**src/cpu_cfg.svh**
```systemverilog
`ifndef CPU_CFG_SVH
`define CPU_CFG_SVH

// --------------------
// data path sizes
// data and byte address share one width
`define DATA_W      8
`define INSTR_W     32
`define REG_COUNT   8
`define REG_AW      3

// --------------------
// memory sizes
`define IMEM_DEPTH  256
`define DMEM_DEPTH  32
`define DMEM_AW     5

// parallel input and output share one byte address
`define IO_ADDR     8'hFF

// --------------------
// opcodes, bits 31:26
`define OP_RTYPE    6'h00
`define OP_ADDI     6'h08
`define OP_LW       6'h23
`define OP_SW       6'h2B
`define OP_BEQ      6'h04
`define OP_J        6'h02

// funct codes for r-type, bits 5:0
`define FN_ADD      6'h20
`define FN_SUB      6'h22
`define FN_AND      6'h24
`define FN_OR       6'h25
`define FN_SLT      6'h2A

`endif

```
**src/cpu_pkg.sv**
```systemverilog
`include "cpu_cfg.svh"

package cpu_pkg;

    // --------------------
    // plain vector types

    // data, alu results, pc and immediates
    typedef logic [`DATA_W-1:0] data_t;

    // one instruction word
    typedef logic [`INSTR_W-1:0] instr_t;

    // register index
    // only the low bits of the mips fields are used
    typedef logic [`REG_AW-1:0] reg_addr_t;

    // instruction fields
    typedef logic [5:0] opcode_t;
    typedef logic [5:0] funct_t;

    // --------------------
    // alu operations

    // encoding as in the classic mips alu control
    typedef enum logic [2:0] {
        ALU_AND = 3'b000,
        ALU_OR  = 3'b001,
        ALU_ADD = 3'b010,
        ALU_SUB = 3'b110,
        ALU_SLT = 3'b111
    } alu_op_t;

endpackage

```
**src/pc_unit.sv**
```systemverilog
`timescale 1ns/10ps

module pc_unit (
    input  logic            clk,
    input  logic            rst,
    input  logic            run,
    input  logic            branch,
    input  logic            jump,
    input  logic            zero,
    input  cpu_pkg::data_t  offset,
    input  cpu_pkg::data_t  target,
    output cpu_pkg::data_t  pc
);
    import cpu_pkg::*;

    // sequential and branch addresses
    data_t pc_plus1;
    data_t pc_branch;
    data_t pc_next;

    // --------------------
    // next address
    assign pc_plus1  = pc + 8'd1;
    // taken branch is relative to pc+1
    assign pc_branch = pc_plus1 + offset;

    always_comb begin
        if (jump) begin
            pc_next = target;
        end else if (branch && zero) begin
            pc_next = pc_branch;
        end else begin
            pc_next = pc_plus1;
        end
    end

    // --------------------
    // pc register
    // held at address 0 while the core is stopped
    always_ff @(posedge clk) begin
        if (rst || !run) begin
            pc <= '0;
        end else begin
            pc <= pc_next;
        end
    end

    // a running core always selects a defined next address
    a_next_pc_defined : assert property (
        @(posedge clk) disable iff (rst)
        run |-> !$isunknown(pc_next)
    );

endmodule

```
**config.mk**
```make
export PLATFORM = sky130hd
export DESIGN_NAME = pc_unit
export DESIGN_NICKNAME = d
export VERILOG_FILES = /design/src/cpu_pkg.sv /design/src/pc_unit.sv
export VERILOG_INCLUDE_DIRS = /design/src
export SDC_FILE = /design/constraint.sdc
export NUM_CORES = 1
export LEC_CHECK = 0
export BUFFER_PORTS_ARGS = -buffer_cell sky130_fd_sc_hd__buf_2
export CAP_MARGIN = 25
export CORE_MARGIN = 2
export CORE_UTILIZATION = 40
export CTS_CLUSTER_DIAMETER = 200
export DETAILED_ROUTE_END_ITERATION = 8
export PLACE_DENSITY = 0.68
export SYNTH_ARGS = -nofsm -noshare
export SYNTH_HDL_FRONTEND = slang
export SYNTH_SLANG_ARGS = --single-unit
```
**constraint.sdc**
```tcl
create_clock -name clk -period 2.8 [get_ports clk]
set_clock_uncertainty 0.2 [all_clocks]
set_input_delay 0.56 -clock clk [delete_from_list [all_inputs] [get_ports clk]]
set_output_delay 0.56 -clock clk [all_outputs]
set_load 0.005 [all_outputs]
```
==> Yosys cells after proc, flatten, opt, wreduce, memory -nomap -nowiden <==
Cells that the tools add are included.
{ "totals": {"regBits": 8, "in_bits": 22, "output_inout_bits": 8, "word_cells": 8} }
{ "op_classes": {"n_addsub": 2, "muxes": 2, "n_reduce_logical": 3} }
{ "op_table": {"columns": ["operator", "count"], "rows": [
  ["2-to-1 mux 8 bit", 2],
  ["adder 8 x 1 -> 8 bit (second input constant)", 1],
  ["adder 8 bit", 1],
  ["logical AND 1 bit", 1],
  ["logical NOT 1 bit", 1],
  ["logical OR 1 bit", 1]
]} }

==> Longest topological paths before layout <==
Gate-level depths: netlist of run 1.
{ "depth": {"ltp_word": 4, "mapped_depth": 9, "depth_no_buf": 9} }

==> Worst setup path after synthesis of run 1 <==
OpenSTA, ideal clock, no wires.
{ "synth_timing": {"kind": "input-to-reg", "startpoint": "in offset[0]", "endpoint": "reg pc[6]", "setup_time_ps": 91, "arrival_ps": 2049, "t_required_ps": 2509, "path_slack_ps": 460, "stages": 7, "path_buffers": 0, "path_cell_list": "ha_1 > fa_1 > a211oi_1 > nor2_1 > nor3_1 > o31ai_1 > a311oi_1"} }
{ "synth_via": {"elab_chain_len": 3} }
{ "synth_rtl": {"columns": ["item", "line", "source"], "rows": [
  ["from (decl)", "pc_unit.sv:10", "input cpu_pkg::data_t offset,"],
  ["adder 8 bit", "pc_unit.sv:25", "assign pc_branch = pc_plus1 + offset;"],
  ["2-to-1 mux 8 bit", "pc_unit.sv:30", "end else if (branch && zero) begin"],
  ["2-to-1 mux 8 bit", "pc_unit.sv:28", "if (jump) begin"],
  ["to (signal assigned)", "pc_unit.sv:44", "pc <= pc_next;"],
  ["to (decl)", "pc_unit.sv:12", "output cpu_pkg::data_t pc"]
]} }
No other way between the ends.
A chain may end at the register's enable or synchronous reset.

==> Worst setup path after layout of run 1 <==
{ "layout_timing": {"startpoint": "reg pc[0]", "endpoint": "reg pc[7]"} }
{ "layout_via": {"elab_chain_len": 4} }
{ "layout_rtl": {"columns": ["item", "line", "source"], "rows": [
  ["adder 8 x 1 -> 8 bit (*)", "pc_unit.sv:23", "assign pc_plus1 = pc + 8'd1;"],
  ["adder 8 bit", "pc_unit.sv:25", null],
  ["2-to-1 mux 8 bit (*)", "pc_unit.sv:30", null],
  ["2-to-1 mux 8 bit (*)", "pc_unit.sv:28", null]
]} }
Mark *: on every way between the ends. The rest lies on a longest branch, timed or not.

==> results of run 1 <==
==> synthesized netlist by cell type (2+ instances only) <==
master | n | area [um^2]
nand2_1 | 9 | 33.8
nor2_1 | 12 | 45.0
nor3_1 | 2 | 10.0
a21oi_1 | 10 | 50.1
a21o_1 | 3 | 22.5
xnor2_1 | 5 | 43.8
a211oi_1 | 8 | 60.1
and3_2 | 2 | 15.0
inv_1 | 4 | 15.0
o21ai_0 | 3 | 15.0
nand3_1 | 2 | 10.0
dfxtp_1 | 8 | 160
xor2_1 | 3 | 26.3
ha_1 | 9 | 113
==> power breakdown <==
group | switching [uW] | total, uW | internal, uW
sequential | 6.16 | 126 | 120
combinational | 61.2 | 118 | 56.5
clock | 39.7 | 88.8 | 49.1
total | 107 | 332 | 225
==> area by class of cell <==
class / instances / area (um^2)
Fill cell: 210 / 946
Tap cell: 27 / 33.8
Clock buffer: 3 / 22.5
Timing Repair Buffer: 29 / 145
Multi-Input combinational cell: 86 / 619
Sequential cell: 8 / 160
Inverter: 4 / 15.0
==> kinds of logic after synthesis <==
logic type      Yosys count
compound gates           32
simple gates             34
flops                     8
mux                       1
fa+ha+maj                10
xor+xnor                  9
buf+inv                   7
==> metrics by stage <==
stage,total power (uW),hold slack [ns],cells,instance area (um^2)
2_1_floorplan,210,0.423,101,811
3_3_place_gp,244,0.473,154,973
3_5_place_dp,246,0.469,154,973
4_1_cts,335,0.337,157,996
5_1_grt,361,0.348,157,996
6_report,332,0.337,157,996
==> worst max path at each step <==
stage	from	end	slack (ns)	depth (start not counted)
2_1_floorplan	offset[0]	pc[6]	0.46	7
3_3_place_gp	offset[0]	pc[6]	0.28	8
3_5_place_dp	offset[0]	pc[6]	0.23	8
4_1_cts	pc[0]	pc[7]	0.30	8
5_1_grt	pc[0]	pc[7]	0.08	8
6_report	pc[0]	pc[7]	0.33	9
==> metal layers <==
| metal | track usage (%) | routed length (um) |
|---|---|---|
| met5 | 0 | 0 |
| met4 | 2.86 | 0 |
| met3 | 5.21 | 95 |
| met2 | 26.9 | 853 |
| met1 | 20.8 | 859 |
==> worst max-delay path, delay by kind of cell (launching register included) <==
family,cells,cell delay [ns]
AOI/OAI and AO/OA,4,0.67
adders and majority gates,2,0.58
DFF,1,0.41
muxes,1,0.24
xor gates and xnor gates,1,0.17
and+or+nand+nor,1,0.10
==> results by group, run 1 <==
Power
  – Pwr/cell area: 334 nW/um^2
  – VDD IR max: 0.000310 V
  – Static leakage: 0.000486 uW

Timing
  – Max Freq: 0.405 GHz
  – Endpoints failing hold: 0
  – Slew @ Worst Pin: 0.298 ns
  – Final worst-path setup slack: 0.334 ns
  – RSZ-0062 raised after global routing: false
  – Max-slew headroom: 80.0%
  – Setup-failing EPs final: 0
  – Min Tclk post-route: 2.47 ns
  – Fin crit share: 88.1%
  – Fin Setup TNS: 0 ns
  – Final Max Slew Viols: 0

Clocking
  – Setup bufs post-CTS: 0
  – Num Clock Sinks: 8
  – CTS H-tree lvls: 1
  – Resized cells post-CTS: 0
  – CTS clk-pin slew, worst paths: 0.06 ns
  – Worst skew pair latency: 0.25 ns
  – Total CTS buffers: 3
  – CTS Hold Bufs: 0
  – Root Buffer: clkbuf_4
  – CTS Buffer Depth: 2
  – TritonCTS clock tree: done

Floorplanning
  – Die Span X: 49.0 um
  – Row cnt: 16
  – Die height: 49.0 um
  – Core ar.: 1940 um^2
  – IO Pins: 30
  – Initial Util: 41.8%
  – Die ar.: 2400 um^2

Setup path
  – Worst R2R End: pc[7]
  – Crit end category: flip-flop
  – R2r setup slk: 0.33 ns
  – CP max stage cell: dfxtp_1
  – CP Data Required Time: 2.77 ns
  – Critical Path Most Common Cell: ha_1
  – Crit path kind: reg -> reg
  – Startpoint Class: flip-flop
  – CP arrival: 2.43 ns
  – Worst R2R Start: pc[0]
  – Crit Path Max Fanout: 5
  – Crit-path cells: ha_1, nand3_1, xnor2_1, ha_1, o211ai_1, o21ai_2, mux2i_1, a21oi_1, o32ai_2
  – Worst path max stage delay: 0.41 ns
  – Worst R2R Path Depth: 9

Worst hold path
  – Worst hold path class: in -> reg
  – Hold path cells: 3
  – Hold EP: pc[0]
  – Hold Path Origin: target[0]

Synth
  – Synth Register Bits: 8
  – Largest family of logic cells by synthesized area: compound AO/OA/AOI/OAI gates
  – XOR/XNOR share of the synthesized area: 10.6%
  – EDFF count, synth: 0
  – Synth Instances: 101
  – Simple-Gate Fraction of Synth Area: 21.1%
  – Synth Area in Compound Gates: 27.0%
  – Post-synth ARST share: 0%
  – Avg Synthesized Cell Area: 8.03 um^2
  – Mux share of post-synthesis cell area: 1.23%
  – Adder-Cell Fraction of Synth Area: 16.4%
  – Seq/Total Area, Yosys: 19.8%
  – Synth unique cells: 35
  – Post-Syn Area: 811 um^2
  – Syn nets: 133
  – Yosys Warn Count: 0
  – Main synth FF type: dfxtp_1

Routing
  – Residual DRC count: 0
  – Final ANT Viol Nets: 0
  – DRT iter0 DRCs: 5
  – Drt pass-1 iters: 4
  – Vias/cell: 5.19
  – Drt total wl: 1810 um
  – Vias post-DR: 815
  – Routed len/inst: 11.5 um

Placement
  – IO buf count: 29
  – Gp weighted congestion: 0.761
  – Setup WS pre-CTS: 0.227 ns
  – DP HPWL: 1530 um

GRT
  – GRT Total Usage: 16.3%
  – GRT overflow: 0
  – Vias in the first global route: 738
  – Largest net degree at the start of global routing: 13
  – First-pass GRT wire length: 3070 um
  – Initial antenna violation count: 0

Cells and area
  – Layout cell share with drive strength beyond 1: 30.8%
  – Max reg flops: 8
  – Regs by FF count: pc: 8 flops
  – Reg with most FFs: pc
  – Antenna Cells: 0
  – Commonest non-fill, non-tap cells in the layout: buf_2 (29), nor2_1 (12), a21oi_1 (10)
  – Commonest non-fill, non-tap cell in the layout: buf_2
  – Final nets: 164
  – Area Overhead vs Synth: 22.8%
  – Final Util: 51.3%

Job
  – Max_cap viols: 0

Outcome
  – Run status: completed
(Power assumes the default switching activity.)
==> run 2, diff against run 1 <==
Settings changed: CORE_ASPECT_RATIO set to 0.9, PLACE_DENSITY 0.68 to 0.76.
Clock period 2.8 ns to 2.26 ns, I/O delays scaled along.
==> run 2 against run 1 <==
Compared with the run above: the run now ends with setup timing left; utilization increased by 20 points; critical path depth decreased by 1; via count increased by 18%; critical endpoint unchanged; non-clock buffer count increased by 24; sequential share of layout area decreased by 3.8 points; highest routed layer unchanged; global-route usage increased by 6.4 points.
==> results by group, run 2 (synthesis results as in run 1) <==
Clocking
  – Num Clock Sinks: 8
  – CTS H-tree lvls: 1
  – Total CTS buffers: 3
  – TritonCTS clock tree: done
  – CTS clk-pin slew, worst paths: 0.06 ns
  – Root Buffer: clkbuf_4
  – CTS Buffer Depth: 2
  – Worst skew pair latency: 0.26 ns

Routing
  – Vias post-DR: 958
  – Drt pass-1 iters: 5
  – Drt total wl: 2620 um
  – Final ANT Viol Nets: 0
  – Routed len/inst: 14.6 um
  – Vias/cell: 5.35
  – Residual DRC count: 0
  – DRT iter0 DRCs: 14

Setup path
  – Worst R2R Path Depth: 8
  – R2r setup slk: -0.11 ns
  – Crit end category: flip-flop
  – Startpoint Class: flip-flop
  – Worst path max stage delay: 0.36 ns
  – CP top delay family: compound AO/OA/AOI/OAI gates
  – CP max stage cell: dfxtp_4
  – Worst path bufs/invs: 0
  – Crit. Startpoint: pc[0]
  – Crit path kind: reg -> reg
  – Crit-path cells: ha_4, xor2_1, ha_1, o211ai_1, o21ai_2, mux2i_2, a21oi_2, o32ai_4
  – Crit Path Max Fanout: 3
  – Worst R2R End: pc[7]
  – Worst R2R Start: pc[0]
  – CP Data Required Time: 2.23 ns
  – CP arrival: 2.33 ns

Cells and area
  – Commonest non-fill, non-tap cells in the layout: buf_2 (29), buf_4 (22), nor2_1 (10)
  – Commonest non-fill, non-tap cell in the layout: buf_2
  – Final instance area: 1370 um^2
  – Area Overhead vs Synth: 69.3%
  – Reg with most FFs: pc
  – Layout cell share with drive strength beyond 1: 58.4%
  – Final nets: 188
  – Fillers: 162
  – Max reg flops: 8
  – Antenna Cells: 0
  – Regs by FF count: pc: 8 flops

Timing
  – RSZ-0062 raised after global routing: true
  – Endpoints failing hold: 0
  – Final worst-path setup slack: -0.108 ns
  – Final Max Slew Viols: 0
  – Setup-failing EPs final: 2
  – Fin crit share: 105%
  – Min Tclk post-route: 2.37 ns
  – Slew @ Worst Pin: 0.312 ns
  – Max-slew headroom: 78.9%
  – Max Freq: 0.422 GHz
  – Fin Setup TNS: -0.144 ns

Placement
  – DP HPWL: 1780 um
  – Setup WS pre-CTS: -0.178 ns
  – IO buf count: 29
  – Gp weighted congestion: 0.811
  – Placement Cell Area: 1110 um^2

Floorplanning
  – Die ar.: 2400 um^2
  – Core ar.: 1910 um^2
  – Die height: 46.7 um
  – Die Span X: 51.5 um
  – Initial Util: 42.4%
  – IO Pins: 30
  – Row cnt: 15

GRT
  – Top Usage Layer GRT: met2
  – GRT overflow: 0
  – Met3 GRT Util: 6.82%
  – Met1 Track Usage GR: 25.2%
  – Met2 GRT Util: 43.1%
  – Initial antenna violation count: 0
  – Vias in the first global route: 912
  – GRT Total Usage: 22.7%
  – Largest net degree at the start of global routing: 13
  – First-pass GRT wire length: 3980 um

Power
  – Static leakage: 0.000639 uW
  – Pwr/cell area: 361 nW/um^2
  – VDD IR max: 0.000255 V

Outcome
  – Failing checks: setup timing
  – Run status: complete, but fails checks

Worst hold path
  – Hold EP: pc[0]
  – Hold path cells: 3
  – Hold Path Origin: target[0]
  – Worst hold path class: in -> reg

Job
  – Max_cap viols: 0
-- run 2: changes by cell type in the layout (fill, tap and decap cells not counted), moves of 3 or more --
cell,before,now
buf_4,0,22
dfxtp_1,8,3
ha_1,9,4
dfxtp_2,0,4
ha_4,0,4
a211oi_1,8,5
a211oi_2,0,3
o21ai_0,3,0
o21ai_1,0,3
xnor2_1,5,2
-- run 2: stage by stage --
| stage | cells | utilization, % | power (uW) | hold slack [ns] |
|---|---|---|---|---|
| after global routing | 179 | 71.7 | 523 | 0.234 |
| final | 179 | 71.7 | 495 | 0.230 |
| after floorplan | 101 | - | 263 | 0.396 |
| after CTS | 175 | 64.5 | 462 | 0.240 |
| after global placement | 170 | 58.2 | 330 | 0.493 |
| after detailed placement | 170 | 58.2 | 335 | 0.497 |
-- run 2: where the power goes --
part | total [uW] | switching [uW] | internal, uW
clock | 114 | 52.7 | 61.1
sequential | 155 | 6.98 | 148
combinational | 226 | 107 | 119
-- run 2: worst max path at each step --
| stage | endpoint | slack [ns] | depth (start not counted) |
|---|---|---|---|
| 6_report | pc[7] | -0.11 | 8 |
| 5_1_grt | pc[7] | -0.21 | 9 |
| 3_3_place_gp | pc[4] | -0.09 | 9 |
| 2_1_floorplan | pc[7] | 0.0002 | 9 |
| 4_1_cts | pc[7] | -0.05 | 9 |
| 3_5_place_dp | pc[7] | -0.18 | 9 |
-- run 2: worst register-to-register path: cells and delay by family, from the launching register on --
family | cells | cell delay, ns
AOI/OAI and AO/OA | 4 | 0.72
xor gates and xnor gates | 1 | 0.16
adders and majority gates | 2 | 0.53
DFF | 1 | 0.36
muxes | 1 | 0.30
-- run 2: final cells by class --
cell class	instances	area, um^2	area share, %
Clock buffer	3	22.5	1.64
Inverter	4	15.0	1.09
Multi-Input combinational cell	86	802	58.4
Sequential cell	8	169	12.3
Tap cell	25	31.3	2.28
Timing Repair Buffer	53	333	24.2
-- run 2: what timing repair did --
| item | in CTS | in global routing |
|---|---|---|
| setup buffers | 2 | 4 |
| setup endpoints to repair | 4 | 4 |
| gates resized for setup | 16 | 21 |
| hold buffers | 0 | 0 |
| pin swaps | 12 | 16 |
-- run 2: per-layer routing --
| layer | up-vias | part of all wire [%] |
|---|---|---|
| li1 | 476 | - |
| met1 | 446 | 42 |
| met4 | 0 | 0 |
| met2 | 36 | 52 |
| met3 | 0 | 6.2 |
| met5 | - | 0 |
==> run 3, diff against run 2 <==
Settings changed: ABC_AREA set to 1, PLACE_DENSITY 0.76 to 0.74.
==> run 3 against run 2 <==
Compared with the run above: the run now ends clean; sequential cell count unchanged; final cell count up 14%; total power fell by 9.1%; die area is 10% higher; wire length decreased by 13%; maximum frequency is 12% higher; setup slack improved by 0.25 ns.
==> results by group, run 3 <==
Outcome
  – Run status: completed

Power
  – Pwr/cell area: 369 nW/um^2
  – VDD IR max: 0.000250 V
  – Static leakage: 0.000662 uW

Clocking
  – Num Clock Sinks: 8
  – CTS Buffer Depth: 2
  – Total CTS buffers: 3
  – TritonCTS clock tree: done
  – CTS H-tree lvls: 1
  – Worst skew pair latency: 0.27 ns
  – Root Buffer: clkbuf_4
  – CTS clk-pin slew, worst paths: 0.06 ns

Timing
  – Endpoints failing hold: 0
  – Max-slew headroom: 68.3%
  – Setup-failing EPs final: 0
  – Final Max Slew Viols: 0
  – Min Tclk post-route: 2.12 ns
  – Slew @ Worst Pin: 0.474 ns
  – Max Freq: 0.472 GHz
  – Fin crit share: 93.8%
  – Final hold slack: 0.201 ns

Setup path
  – Crit-path cells: ha_2, nand2_4, inv_1, nor2_2, ha_1, a21oi_2, nand2_2, or2_2, nand3_1, a31oi_1
  – CP arrival: 2.05 ns
  – Startpoint Class: flip-flop
  – Worst path max stage delay: 0.35 ns
  – CP Data Required Time: 2.19 ns
  – Crit path kind: reg -> reg
  – Crit end category: flip-flop
  – CP top delay family: simple AND/OR/NAND/NOR gates
  – Worst path bufs/invs: 1
  – Crit Path Max Fanout: 5
  – CP max stage cell: ha_1

GRT
  – GRT overflow: 0
  – GRT Total Usage: 18.8%
  – Largest net degree at the start of global routing: 15
  – Initial antenna violation count: 0
  – Vias in the first global route: 894
  – First-pass GRT wire length: 3650 um

Synth
  – Most area-hungry cell type in the Yosys netlist: dfxtp_1
  – Post-Syn Area: 901 um^2
  – Yosys Warn Count: 0
  – EDFF count, synth: 0
  – Post-synth top area share: 17.8%
  – Synth Register Bits: 8
  – Top-count cell post-synth: nand2_1
  – Top cells by count, synth: nand2_1 (37), inv_1 (24), nand3_1 (11)
  – Syn nets: 173
  – Synth top area cells: dfxtp_1 (18%), nand2_1 (15%), ha_1 (13%)
  – Synth Instances: 141
  – Main synth FF type: dfxtp_1
  – Post-synth ARST share: 0%
  – Seq/Total Area, Yosys: 17.8%
  – Avg Synthesized Cell Area: 6.39 um^2
  – Synth unique cells: 24

Cells and area
  – Max reg flops: 8
  – Final instance area: 1220 um^2
  – Area Overhead vs Synth: 35.4%
  – Final nets: 211
  – Reg with most FFs: pc
  – Regs by FF count: pc: 8 flops
  – Commonest non-fill, non-tap cells in the layout: nand2_1 (34), buf_2 (29), inv_1 (23)
  – Commonest non-fill, non-tap cell in the layout: nand2_1
  – Layout cell share with drive strength beyond 1: 38.4%
  – Antenna Cells: 0

Placement
  – IO buf count: 29
  – Gp weighted congestion: 0.947
  – Placement Cell Area: 1100 um^2
  – DP HPWL: 1830 um

Floorplanning
  – Die height: 49.0 um
  – Initial Util: 41.7%
  – IO Pins: 30
  – Die Span X: 54.0 um
  – Die ar.: 2650 um^2
  – Row cnt: 16
  – Core ar.: 2160 um^2

Routing
  – Drt pass-1 iters: 4
  – Residual DRC count: 0
  – DRT iter0 DRCs: 13
  – Final ANT Viol Nets: 0
  – Routed len/inst: 11.2 um
  – Vias post-DR: 1,016
  – Vias/cell: 4.98
  – Drt total wl: 2280 um

Job
  – Max_cap viols: 0

Worst hold path
  – Worst hold path class: in -> reg
-- run 3: cell count changes in the layout (fill, tap and decap cells not counted), moves of 7 or more --
cell     before  now
o21ai_0       0    7
nand2_1       9   34
inv_1         4   23
buf_4        22    4
nand3_1       0   11
-- run 3: final cells by class --
cell class / count / area, um^2
fillers: 211 / 942
multi-input cells: 108 / 723
repair buffers: 34 / 186
flip-flops and latches: 8 / 164
inverters: 24 / 90.1
well taps: 27 / 33.8
clock buffers: 3 / 22.5
-- run 3: metrics by stage --
step           utilization (%)  worst slack (ns)  cells   TNS (ns)  power (uW)
2_1_floorplan                -            0.0844    141          0         258
3_3_place_gp              50.8            0.0930    199          0         306
3_5_place_dp              50.8            0.0128    199          0         311
4_1_cts                   52.0            0.0443    202          0         430
5_1_grt                   56.4         -0.000315    204  -0.000315         483
6_report                  56.4             0.141    204          0         450
-- run 3: final timing paths --
check	startpoint	to	slack (ns)	cells past startpoint
worst max-delay path	pc[0]	pc[3]	0.14	10
worst min-delay path	target[1]	pc[1]	0.20	3
worst max register to register	pc[0]	pc[3]	0.14	10
worst min register to register	pc[0]	pc[0]	0.53	4
-- run 3: power breakdown --
group          total, uW  switching (uW)  internal, uW
Combinational        173            94.2          78.4
Sequential           158            8.84           149
Clock                119            57.9          61.4
-- run 3: routing by layer --
metal | GRT usage [%] | share of wire (%) | vias up
met4 | 5.00 | 1.5 | 0
met1 | 24.0 | 44 | 449
li1 | - | - | 530
met3 | 5.52 | 6.1 | 6
met2 | 30.3 | 48 | 31
met5 | 0 | 0 | -
-- run 3: cell families after synthesis --
logic type	share of synthesized area [%]
simple gates	38.5
buf+inv	10.6
fa+ha+maj	14.7
compound gates	14.7
xor+xnor	3.75
flops	17.8
-- run 3: worst register-to-register path, cell delays in order (launching register included) --
cell,delay (ns)
dfxtp_2,0.33
ha_2,0.20
nand2_4,0.07
inv_1,0.07
nor2_2,0.04
ha_1,0.35
a21oi_2,0.17
nand2_2,0.09
or2_2,0.28
nand3_1,0.08
a31oi_1,0.09
-- run 3: timing repair --
| action | 4_1_cts | 5_1_grt |
|---|---|---|
| pin swaps | 0 | 4 |
| setup buffers | 0 | 2 |
| hold buffers | 0 | 0 |
| endpoints found under the setup margin | 1 | 4 |
| hold endpoints to repair | 0 | 0 |
| resized for setup | 1 | 21 |
