**src/cpu_cfg.svh**
```systemverilog
`ifndef CPU_CFG_SVH
`define CPU_CFG_SVH

// --------------------
// data path sizes
// data and byte address share one width
`define DATA_W      8
`define INSTR_W     32
`define REG_COUNT   8
`define REG_AW      3

// --------------------
// memory sizes
`define IMEM_DEPTH  256
`define DMEM_DEPTH  32
`define DMEM_AW     5

// parallel input and output share one byte address
`define IO_ADDR     8'hFF

// --------------------
// opcodes, bits 31:26
`define OP_RTYPE    6'h00
`define OP_ADDI     6'h08
`define OP_LW       6'h23
`define OP_SW       6'h2B
`define OP_BEQ      6'h04
`define OP_J        6'h02

// funct codes for r-type, bits 5:0
`define FN_ADD      6'h20
`define FN_SUB      6'h22
`define FN_AND      6'h24
`define FN_OR       6'h25
`define FN_SLT      6'h2A

`endif

```
**src/cpu_pkg.sv**
```systemverilog
`include "cpu_cfg.svh"

package cpu_pkg;

    // --------------------
    // plain vector types

    // data, alu results, pc and immediates
    typedef logic [`DATA_W-1:0] data_t;

    // one instruction word
    typedef logic [`INSTR_W-1:0] instr_t;

    // register index
    // only the low bits of the mips fields are used
    typedef logic [`REG_AW-1:0] reg_addr_t;

    // instruction fields
    typedef logic [5:0] opcode_t;
    typedef logic [5:0] funct_t;

    // --------------------
    // alu operations

    // encoding as in the classic mips alu control
    typedef enum logic [2:0] {
        ALU_AND = 3'b000,
        ALU_OR  = 3'b001,
        ALU_ADD = 3'b010,
        ALU_SUB = 3'b110,
        ALU_SLT = 3'b111
    } alu_op_t;

endpackage

```
**src/data_io.sv**
```systemverilog
`timescale 1ns/10ps
`include "cpu_cfg.svh"

module data_io (
    input  logic            clk,
    input  logic            rst,
    input  logic            run,
    input  logic            mem_write,
    input  cpu_pkg::data_t  addr,
    input  cpu_pkg::data_t  wdata,
    input  cpu_pkg::data_t  data_in,
    output cpu_pkg::data_t  rdata,
    output cpu_pkg::data_t  data_out
);
    import cpu_pkg::*;

    // data ram
    data_t ram [`DMEM_DEPTH];

    // address decode
    logic               is_io;
    logic [`DMEM_AW-1:0] ram_idx;
    logic               ram_we;
    logic               out_we;

    assign is_io   = (addr == `IO_ADDR);
    // ram is aliased over the full byte range
    assign ram_idx = addr[`DMEM_AW-1:0];
    assign ram_we  = run && mem_write && !is_io;
    assign out_we  = run && mem_write && is_io;

    // --------------------
    // ram write
    always_ff @(posedge clk) begin
        if (rst) begin
            for (int i = 0; i < `DMEM_DEPTH; i++) begin
                ram[i] <= '0;
            end
        end else if (ram_we) begin
            ram[ram_idx] <= wdata;
        end
    end

    // --------------------
    // parallel output register
    always_ff @(posedge clk) begin
        if (rst) begin
            data_out <= '0;
        end else if (out_we) begin
            data_out <= wdata;
        end
    end

    // read path
    // io address returns the parallel input
    assign rdata = is_io ? data_in : ram[ram_idx];

endmodule

```
**config.mk**
```make
export PLATFORM = sky130hd
export DESIGN_NAME = data_io
export DESIGN_NICKNAME = d
export VERILOG_FILES = /design/src/cpu_pkg.sv /design/src/data_io.sv
export VERILOG_INCLUDE_DIRS = /design/src
export SDC_FILE = /design/constraint.sdc
export NUM_CORES = 1
export LEC_CHECK = 0
export ABC_CLOCK_PERIOD_IN_PS = 3550
export BUFFER_PORTS_ARGS = -buffer_cell sky130_fd_sc_hd__buf_2
export CAP_MARGIN = 40
export CORE_MARGIN = 3
export CORE_UTILIZATION = 55
export CTS_BUF_LIST = sky130_fd_sc_hd__clkbuf_4
export CTS_CLUSTER_DIAMETER = 150
export DETAILED_ROUTE_END_ITERATION = 7
export GPL_ROUTABILITY_DRIVEN = 0
export PLACE_DENSITY = 0.73
export SETUP_SLACK_MARGIN = 0.02
export SYNTH_ARGS = -nofsm -noshare
export SYNTH_HDL_FRONTEND = slang
export SYNTH_SLANG_ARGS = --single-unit
```
**constraint.sdc**
```tcl
create_clock -name clk -period 3.55 [get_ports clk]
set_input_delay 0.355 -clock clk [delete_from_list [all_inputs] [get_ports clk]]
set_output_delay 0.355 -clock clk [all_outputs]
set_load 0.01 [all_outputs]
```
# Word-level counts from Yosys, hierarchy flattened
# Memory sizes are Yosys's and may differ from the RTL's.
# Index checks and enable logic that the tools add are counted.
dict set report totals {
  elab_cells 17
  out_inout_bits 16
  ramBits 256
  latchBits 0
  mem_count 1
  rom_bits 0
  reg_bits 8
  in_bits 28
}
dict set report op_classes {
  n_lt_le_gt_ge 0
  n_eq_ne 1
  n_reduce_logical 5
  add_sub_neg 0
  div_mod_pow 0
  mul 0
  bitwise 0
  n_shift 0
  mux 9
}
# name words width rd rd_ports_with_merged_regs write_ports line
set mem_list {}
lappend mem_list {ram 32 8 1 0 32 data_io.sv:18} ;# data_t ram [`DMEM_DEPTH];
# cell count
set op_table {}
lappend op_table {{two-way mux 8 bit} 2}
lappend op_table {{equality test 8 bit, second input constant} 1}
lappend op_table {{OR reduction 8 bit} 1}
lappend op_table {{two-way mux 1 bit} 6}
lappend op_table {{two-way mux 5 bit} 1}
lappend op_table {{logical AND 1 bit} 3}
lappend op_table {{logical NOT 1 bit} 1}

# Longest topological paths before layout
# Gate-level depths: netlist of run 1.
dict set report depth {
  ltp_word 8
  ltp_mapped 9
  depth_no_buf 5
}

# Worst setup path after synthesis of run 1
# Ideal clock, no wire load.
dict set report synth_path {
  path_type {input to output}
  start {input addr[0]}
  end {output rdata[4]}
  arrival_time_ps 1809
  stages 5
  path_buffers 2
  required_ps 3195
  setup_slack_ps 1386
  path_cell_list {buf_6 -> buf_2 -> mux4_2 -> a221o_1 -> o22a_1}
}
dict set report synth_via {
  elab_chain_cells 2
  elab_cells_between_ends 3
  classes_between {eq/ne: 1; mux: 1; memory: 1}
}
# item line
set synth_lines {}
lappend synth_lines {{start: declaration} data_io.sv:9} ;# input cpu_pkg::data_t addr,
lappend synth_lines {{memory read (32 x 8 bit) / equality test 8 bit (equally long branches)} n/a}
lappend synth_lines {{two-way mux 8 bit *} data_io.sv:56} ;# assign rdata = is_io ? data_in : ram[ram_idx];
lappend synth_lines {{end: declaration} data_io.sv:12} ;# output cpu_pkg::data_t rdata,
# Every way passes the cells marked *; elsewhere a longest branch is shown, timed or not.

# Worst setup path after layout of run 1
dict set report layout_path {
  start {memory ram[30][7] in the netlist's numbering}
  end {output rdata[7]}
}
dict set report layout_via {
  elab_chain_cells 2
}
# item line
set layout_lines {}
lappend layout_lines {{start: declaration} data_io.sv:18}
lappend layout_lines {{memory read (32 x 8 bit)} n/a}
lappend layout_lines {{two-way mux 8 bit} data_io.sv:56}
# Every way passes these cells.

==> flow_summary.json, run 1 <==
{
  "drv_cap": 0,
  "p_per_area_nw_per_um2": 484,
  "ctsHoldBuffers": 0,
  "setup_violations": 0,
  "cts_tree": "yes",
  "syn_area_um2": 12400,
  "syn_nets": 893,
  "hold_path_class": "input port to register",
  "worstSkewPairLatency_ns": 0.61,
  "finalClockSkew_ns": 0,
  "cp.required_ns": 3.19,
  "reg2reg_depth": 2,
  "finalWirelength_um": 29600,
  "peakVddDrop_mv": 0.290,
  "syn_to_final_growth_pct": 10.5,
  "slew_viol_final": 0,
  "root_buffer": "clkbuf_4",
  "crit_path_end_kind": "primary output",
  "synthDistinctLibCells": 50,
  "critical_path.cell_chain": "mux4_1 > a22o_1 > a2111oi_2 > a31oi_1 > buf_2",
  "vias": 7588,
  "cts.sinks": 264,
  "yosysWarnings": 0,
  "tightest_slew_ns": 0.890,
  "crit_arrival_ns": 2.66,
  "worst-path-buf-inv": 1,
  "final_nets": 976,
  "tns_ns": 0,
  "clock_path_buffers": 3,
  "seq_area_frac_synth_pct": 63.1,
  "wl_per_cell_um": 23.2,
  "antenna_found_initial": 1,
  "fmax_mhz": 332,
  "cpLargestDelayFamily": "compound AO/OA/AOI/OAI gates",
  "cts_setup_buffers": 0,
  "cp_max_fo": 1,
  "r2r-start": "data_out[0]",
  "numCtsBuffers": 68,
  "total_power_mw": 6.65,
  "cts_resized": 0,
  "path_clk_slew_ns": 0.06,
  "p_leak_nw": 5.07,
  "grt_max_degree": 41,
  "hpwlAfterDp_um": 18700,
  "cpMaxStageDelayCell": "a2111oi_2",
  "cp-start-kind": "register",
  "critPathMaxStageDelay_ns": 0.55,
  "die_h_um": 156,
  "drt-pass1-iter-count": 4,
  "regToRegSetupSlack_ns": 2.92,
  "netlist_instances": 865,
  "drcViolationCount": 0,
  "ys.flop_type": "edfxtp_1",
  "grt_util_all_layers_pct": 25.0,
  "drive_above_1_share_pct": 26.5,
  "initial_utilization_pct": 56.4,
  "grt_pass1_wl_um": 45300,
  "core_area_um2": 22000,
  "hold_viol": 0,
  "place_area_um2": 12900,
  "postRouteAntennaNets": 0,
  "path_depth": 5,
  "port-buffer-count": 43,
  "synth_area_per_cell_um2": 14.4,
  "synth_async_sr_flop_share_pct": 0,
  "crit_type": "register to primary output",
  "min_path_cells": 5,
  "pin_count": 44,
  "relSlewSlack_pct": 40.5,
  "rsz0062_at_grt": "no",
  "synth_edf_count": 256,
  "holdPathEnd": "data_out[4]",
  "hold_ws_ns": 0.305,
  "min_from": "mem_write",
  "status": "completed",
  "fin_crit_sh_pct": 84.8,
  "rows": 54,
  "drtIter0Drc": 793,
  "via_per_inst": 5.97,
  "die_area_um2": 24400,
  "stdcell_area_um2": 13700,
  "r2r-end": "data_out[0]",
  "synth-seq-cells": 264,
  "overflow": 0,
  "first_global_vias": 7629,
  "fin_crit_ns": 3.01,
  "htree_levels": 3,
  "die_w_um": 156
}
==> Yosys cell counts, types with 5 or more instances <==
cell        n  area share (%)
a22o_1      5            0.35
clkbuf_1   35             1.1
buf_2       5            0.20
or2_2      33             1.7
nor2_1     50             1.5
mux4_2     42             7.6
a21oi_1     5            0.20
mux2i_1    47             3.8
nand3b_1    5            0.30
o22ai_1    16            0.81
buf_6       5            0.45
nand2_1    12            0.36
nand3_1     5            0.20
and2_1    256              13
edfxtp_1  256              62
buf_4       6            0.36
a22oi_1     5            0.30
dfxtp_1     8             1.3
nand4_1     5            0.25
==> area by class of cell <==
class	count	area [µm²]
fillers	1684	8290
diodes	1	2.50
repair buffers	71	460
flip-flops and latches	264	7850
well taps	280	350
multi-input cells	543	4250
clock inverters	6	23.8
clock buffers	107	803
==> flip-flops by register name (all words and copies together) (netlist names) <==
signal and count:
data_out 8, ram 256
==> cells by family after synthesis <==
logic type             count (synthesis)  synth area share (%)
muxes                                 94                  12.1
AOI/OAI and AO/OA                     50                  2.92
DFF                                  264                  63.1
buffers and inverters                 58                  2.65
and+or+nand+nor                      399                  19.2
==> power by group <==
| part | internal (mW) | switching [mW] | total (mW) |
|---|---|---|---|
| clock | 1.35 | 1.17 | 2.53 |
| sequential | 3.57 | 0.0522 | 3.62 |
| combinational | 0.192 | 0.311 | 0.503 |
| total | 5.11 | 1.54 | 6.65 |
==> how the worst max path moves through the flow <==
stage	start	to	slack, ns
floorplan	addr[0]	rdata[4]	1.39
global placement	addr[0]	rdata[4]	0.53
detailed placement	addr[0]	rdata[4]	0.55
CTS	ram[30][7]	rdata[7]	0.50
global route	ram[30][7]	rdata[7]	0.31
finish	ram[30][7]	rdata[7]	0.54
==> per-stage QoR <==
stage          std cells  setup slack, ns  utilization, %
6_report            1272            0.539            62.4
5_1_grt             1272            0.311            62.4
4_1_cts             1270            0.503            62.3
3_5_place_dp        1157            0.553            58.6
3_3_place_gp        1156            0.534            58.6
2_1_floorplan        865             1.39               -
==> cell usage in the layout, fill, tap and decap left out, types with 3 or more instances in the layout <==
cell,instances
nor3_1,4
edfxtp_1,256
nand3_1,5
mux2i_1,47
or2_2,33
a22oi_1,5
nand2_1,12
a22o_1,5
nand3b_1,5
buf_4,24
mux2_2,3
nor3b_1,4
clkinv_1,5
o22ai_1,16
a32oi_1,3
nand4_1,5
o22a_1,4
mux4_2,42
nand4b_1,4
nor2_1,50
buf_2,44
buf_12,3
nand2b_1,4
clkbuf_4,107
and2_1,256
and3_1,4
a21oi_1,5
dfxtp_1,8
a31oi_1,4
==> tightest hold or removal path, cell delays in order <==
cell and delay (ns):
buf_2 0.09, nand2_1 0.13, nor2_4 0.11, mux2i_1 0.13, nor2_1 0.07
==> layer usage <==
layer	up-vias	wire length (µm)	GRT usage (%)
met5	-	0	0
met4	0	990	10.4
met3	63	2480	5.64
met2	389	14000	38.9
met1	3751	12100	34.3
li1	3385	-	-
(Power assumes the default switching activity.)
==> run 2, diff against run 1 <==
--- a/config.mk
+++ b/config.mk
@@ -6,7 +6,8 @@
 export SDC_FILE = /design/constraint.sdc
 export NUM_CORES = 1
 export LEC_CHECK = 0
-export ABC_CLOCK_PERIOD_IN_PS = 3550
+export ABC_AREA = 1
+export ABC_CLOCK_PERIOD_IN_PS = 2700
 export BUFFER_PORTS_ARGS = -buffer_cell sky130_fd_sc_hd__buf_2
 export CAP_MARGIN = 40
 export CORE_MARGIN = 3
@@ -15,7 +16,7 @@
 export CTS_CLUSTER_DIAMETER = 150
 export DETAILED_ROUTE_END_ITERATION = 7
 export GPL_ROUTABILITY_DRIVEN = 0
-export PLACE_DENSITY = 0.73
+export PLACE_DENSITY = 0.76
 export SETUP_SLACK_MARGIN = 0.02
 export SYNTH_ARGS = -nofsm -noshare
 export SYNTH_HDL_FRONTEND = slang
==> constraint.sdc (replaced) <==
create_clock -name clk -period 2.7 [get_ports clk]
set_input_delay 0.27 -clock clk [delete_from_list [all_inputs] [get_ports clk]]
set_output_delay 0.27 -clock clk [all_outputs]
set_load 0.01 [all_outputs]
==> flow_summary.json, run 2 <==
{
  "status": "completed",
  "swShare_pct": 24.8,
  "pwr-share-clk_pct": 38.7,
  "regToRegSetupSlack_ns": 1.54,
  "postRouteAntennaNets": 0,
  "peakVddDrop_mv": 0.349,
  "regMostFlops": "ram",
  "via_per_inst": 5.37,
  "rows": 55,
  "root_buffer": "clkbuf_4",
  "pin_count": 44,
  "synth-compound-area-share_pct": 0.429,
  "slew_viol_final": 0,
  "grt_pass1_wl_um": 50800,
  "die_w_um": 159,
  "synth_top_cell_by_area": "edfxtp_1",
  "final_nets": 1534,
  "dp_slack_ns": 0.381,
  "hold_viol": 0,
  "syn_nets": 1447,
  "first_global_vias": 9876,
  "syn_area_um2": 12800,
  "finalClockSkew_ns": 0,
  "vias": 10000,
  "clock_path_buffers": 3,
  "drtIter0Drc": 998,
  "cts.sinks": 264,
  "p_int_mw": 6.84,
  "yosysMostFrequentCell": "nand2_1",
  "yosys.area_share.adder_pct": 0,
  "cp.required_ns": 2.43,
  "synthDistinctLibCells": 27,
  "die_area_um2": 25200,
  "muxShareOfSynthArea_pct": 0,
  "largest_reg_flops": 256,
  "synth_edf_count": 256,
  "drcViolationCount": 0,
  "synthSimpleGateAreaFrac_pct": 34.2,
  "final_common_cell": "nand2_1",
  "cp-start-kind": "register",
  "p_leak_nw": 6.27,
  "tightest_slew_ns": 0.766,
  "wl_per_cell_um": 17.3,
  "drv_cap": 0,
  "fin_crit_ns": 2.42,
  "finalWirelength_um": 32200,
  "antenna_found_initial": 1,
  "relSlewSlack_pct": 48.9,
  "yosysWarnings": 0,
  "p_comb_share_pct": 9.1,
  "setup_violations": 0,
  "crit_arrival_ns": 2.15,
  "cts_tree": "yes",
  "cp_max_fo": 1,
  "setup_ws_ns": 0.283,
  "core_area_um2": 22800,
  "synth_top_area_share_pct": 59.9,
  "ys_top_cells_by_area": "edfxtp_1 60%, nand2_1 20%, nor2_1 8.0%",
  "overflow": 0,
  "tns_ns": 0,
  "cts_setup_buffers": 0,
  "crit_type": "register to primary output",
  "synth_async_sr_flop_share_pct": 0,
  "p_per_area_nw_per_um2": 629,
  "power_frac_seq_pct": 52.2,
  "synth_area_per_cell_um2": 9.05,
  "synth_top_family_by_area": "simple AND/OR/NAND/NOR gates",
  "initial_utilization_pct": 56.4,
  "syn_to_final_growth_pct": 12.7,
  "seq_area_frac_synth_pct": 61.1,
  "grt_util_all_layers_pct": 25.6,
  "path_clk_slew_ns": 0.07,
  "synth-seq-cells": 264,
  "p_switching_mw": 2.26,
  "ys.flop_type": "edfxtp_1",
  "fin_crit_sh_pct": 89.5,
  "crit_path_end_kind": "primary output",
  "fmax_mhz": 414,
  "port-buffer-count": 43,
  "die_h_um": 159,
  "drt-pass1-iter-count": 5,
  "netlist_instances": 1419,
  "drive_above_1_share_pct": 15.2,
  "hold_path_class": "input port to register",
  "most-common-layout-cells": "669 x nand2_1, 273 x nor2_1, 256 x edfxtp_1, 104 x clkbuf_4, 42 x buf_2",
  "hpwlAfterDp_um": 19400,
  "numCtsBuffers": 70,
  "top_regs": "ram (256), data_out (8)",
  "synth-xor-area-share_pct": 0,
  "grt_max_degree": 71,
  "worstSkewPairLatency_ns": 0.67,
  "rsz0062_at_grt": "no",
  "htree_levels": 3,
  "synthTopCellsByCount": "669 x nand2_1, 273 x nor2_1, 256 x edfxtp_1, 38 x clkbuf_1, 30 x nand3_4"
}
==> run 2: cell families (layout without fill, tap and decap cells) <==
kind of cell,Yosys count,after routing
DFF,264,264
and+or+nand+nor,1028,1028
buffers and inverters,116,249
AOI/OAI and AO/OA,11,11
other,0,1
==> run 2: what timing repair did <==
action                                 4_1_cts  5_1_grt
hold buffers                                21        0
resized for setup                            0        0
endpoints found under the hold margin        8        0
==> run 2: cell type report <==
| type | count | area [µm²] |
|---|---|---|
| Antenna cell | 1 | 2.50 |
| Clock buffer | 104 | 781 |
| Clock inverter | 14 | 105 |
| Fill cell | 1878 | 8310 |
| Inverter | 32 | 128 |
| Multi-Input combinational cell | 1039 | 4490 |
| Sequential cell | 264 | 7850 |
| Tap cell | 313 | 392 |
| Timing Repair Buffer | 99 | 728 |
==> run 2: power groups by stage <==
stage	combinational (mW)	sequential (mW)	clock, mW
3_5_place_dp	0.806	4.84	0
2_1_floorplan	0.540	4.81	0
6_report	0.825	4.75	3.53
3_3_place_gp	0.797	4.83	0
4_1_cts	0.818	4.75	3.57
5_1_grt	0.908	4.76	3.79
==> run 2: worst paths after layout <==
path                from     endpoint  cells after the start
max            ram[0][1]     rdata[1]                     11
min             wdata[6]   ram[28][6]                      4
max reg2reg  data_out[5]  data_out[5]                      3
min reg2reg  data_out[2]  data_out[2]                      2
==> run 2: per-layer routing <==
layer | wire length, µm | part of all wire, % | vias up | global-route usage (%)
met4 | 1000 | 3.1 | 0 | 11.3
met1 | 12600 | 39 | 4659 | 33.1
met3 | 3060 | 9.5 | 84 | 5.19
met2 | 15500 | 48 | 501 | 42.3
li1 | - | - | 4781 | -
met5 | 0 | 0 | - | 0
==> run 2: critical path: stages (launching register included) <==
cell      delay (ns)
edfxtp_1        0.37
nand2_1         0.08
nand2_1         0.05
nand2_1         0.06
nand2_1         0.07
nand2_1         0.07
nand2_1         0.06
nor2_1          0.25
nand3_1         0.20
nand2_1         0.10
inv_1           0.04
buf_2           0.13
==> run 2: metrics by stage <==
step           power [mW]  std cells  utilization, %  hold slack (ns)  instance area (µm²)
3_5_place_dp         5.64       1726            58.7            0.450                13400
4_1_cts              9.13       1865            63.5            0.212                14500
2_1_floorplan        5.35       1419               -            0.438                12800
3_3_place_gp         5.62       1726            58.7            0.448                13400
6_report             9.10       1866            63.5            0.287                14500
5_1_grt              9.46       1866            63.5            0.265                14500
==> run 3, diff against run 2 <==
--- a/config.mk
+++ b/config.mk
@@ -8,15 +8,15 @@
 export LEC_CHECK = 0
 export ABC_AREA = 1
 export ABC_CLOCK_PERIOD_IN_PS = 2700
-export BUFFER_PORTS_ARGS = -buffer_cell sky130_fd_sc_hd__buf_2
 export CAP_MARGIN = 40
 export CORE_MARGIN = 3
 export CORE_UTILIZATION = 55
 export CTS_BUF_LIST = sky130_fd_sc_hd__clkbuf_4
 export CTS_CLUSTER_DIAMETER = 150
 export DETAILED_ROUTE_END_ITERATION = 7
+export DONT_BUFFER_PORTS = 1
 export GPL_ROUTABILITY_DRIVEN = 0
-export PLACE_DENSITY = 0.76
+export PLACE_DENSITY = 0.74
 export SETUP_SLACK_MARGIN = 0.02
 export SYNTH_ARGS = -nofsm -noshare
 export SYNTH_HDL_FRONTEND = slang
==> flow_summary.json, run 3 (same netlist as run 2, synthesis figures left out) <==
{
  "drive_above_1_share_pct": 12.2,
  "cp_max_fo": 116,
  "die_area_um2": 25200,
  "setup_ws_ns": 0.291,
  "clock_path_buffers": 3,
  "die_h_um": 159,
  "fmax_mhz": 415,
  "port-buffer-count": 0,
  "top_regs": "ram (256), data_out (8)",
  "largest_reg_flops": 256,
  "numCtsBuffers": 68,
  "multi_input_area_um2": 4490,
  "dp_slack_ns": 0.627,
  "tightest_slew_ns": 0.556,
  "cp.required_ns": 2.43,
  "p_switching_mw": 2.16,
  "drv_cap": 0,
  "root_buffer": "clkbuf_4",
  "final_nets": 1478,
  "rsz0062_at_grt": "no",
  "cts_resized": 0,
  "crit_arrival_ns": 2.14,
  "power_frac_seq_pct": 54.8,
  "fin_crit_sh_pct": 89.2,
  "pin_count": 44,
  "most-common-layout-cells": "669 x nand2_1, 273 x nor2_1, 256 x edfxtp_1, 98 x clkbuf_4, 30 x nand3_4",
  "antenna_found_initial": 2,
  "p_leak_nw": 5.98,
  "fin_crit_ns": 2.41,
  "regMostFlops": "ram",
  "via_per_inst": 5.44,
  "tns_ns": 0,
  "drcViolationCount": 0,
  "wl_per_cell_um": 18.1,
  "peakVddDrop_mv": 0.365,
  "die_w_um": 159,
  "hpwlAfterDp_um": 19800,
  "swShare_pct": 24.9,
  "cp-start-kind": "input port",
  "vias": 9796,
  "place_area_um2": 13100,
  "drtIter0Drc": 1001,
  "drt-pass1-iter-count": 6,
  "finalClockSkew_ns": 0,
  "hold_path_class": "input port to register",
  "hold_ws_ns": 0.0761,
  "crit_type": "input port to primary output",
  "relSlewSlack_pct": 62.9,
  "finalWirelength_um": 32700,
  "seq_area_um2": 7850,
  "pwr-share-clk_pct": 36.7,
  "crit_path_end_kind": "primary output",
  "grt_pass1_wl_um": 51500,
  "core_area_um2": 22800,
  "n_fill_cell": 1917,
  "p_comb_share_pct": 8.5,
  "cts.sinks": 264,
  "hold_viol": 0,
  "path_clk_slew_ns": 0.06,
  "stdcell_area_um2": 14100,
  "postRouteAntennaNets": 0,
  "rows": 55,
  "slew_viol_final": 0,
  "p_per_area_nw_per_um2": 617,
  "p_int_mw": 6.52,
  "final_common_cell": "nand2_1",
  "syn_to_final_growth_pct": 9.50,
  "grt_util_all_layers_pct": 26.1,
  "cts_tree": "yes",
  "overflow": 0,
  "status": "completed",
  "setup_violations": 0,
  "htree_levels": 3,
  "initial_utilization_pct": 56.4,
  "first_global_vias": 9706,
  "grt_max_degree": 117,
  "worstSkewPairLatency_ns": 0.66
}
-- run 3: timing repair --
action,in CTS,in global routing
endpoints found under the setup margin,0,0
endpoints found under the hold margin,14,0
hold buffers,18,0
setup buffers,0,0
-- run 3: power by group through the flow --
stage                     registers, mW  clock network, mW  logic [mW]
after CTS                          4.76               3.23       0.731
after detailed placement           4.84                  0       0.715
after global placement             4.84                  0       0.711
final                              4.76               3.19       0.738
after global routing               4.77               3.44       0.813
after floorplan                    4.81                  0       0.540
-- run 3: cell type report --
cell class                 instances  area share [%]
timing repair buffer              45            3.08
multi-input combinational       1039            31.9
clock buffer                      98            5.23
antenna                            2          0.0356
inverter                          32           0.908
sequential                       264            55.8
clock inverter                     9           0.240
tap                              313            2.79
-- run 3: metal layers --
metal  GRT usage (%)  share of wire (%)  vias up  routed length (µm)
met1            34.3                 40     4525               13200
met5               0                  0        -                   0
met2            42.1                 47      525               15300
li1                -                  -     4644                   -
met4            11.6                3.6        0                1170
met3            5.69                9.2      102                3020
-- run 3: worst max-delay path, cell delays in order --
cell and delay [ns]:
dlygate4sd3_1 0.59, nor2_2 0.24, buf_4 0.34, nand2_1 0.11, nand3_1 0.10, nand2_1 0.05
nand2_1 0.09, inv_1 0.07, nand3_1 0.12, nand2_1 0.06, inv_1 0.09
-- run 3: path summary, 6_finish.rpt --
path	cells past startpoint	end	startpoint	slack, ns
worst max-delay path	11	rdata[3]	addr[0]	0.29
worst min-delay path	3	data_out[7]	run	0.08
worst max register to register	3	data_out[4]	data_out[4]	1.47
worst min register to register	2	data_out[5]	data_out[5]	0.52
-- run 3: through the flow --
step | util [%] | total power, mW | instances
final | 61.7 | 8.68 | 1802
after global routing | 61.7 | 9.03 | 1802
after floorplan | - | 5.35 | 1419
after detailed placement | 57.5 | 5.56 | 1675
after global placement | 57.5 | 5.55 | 1675
after CTS | 61.7 | 8.72 | 1800
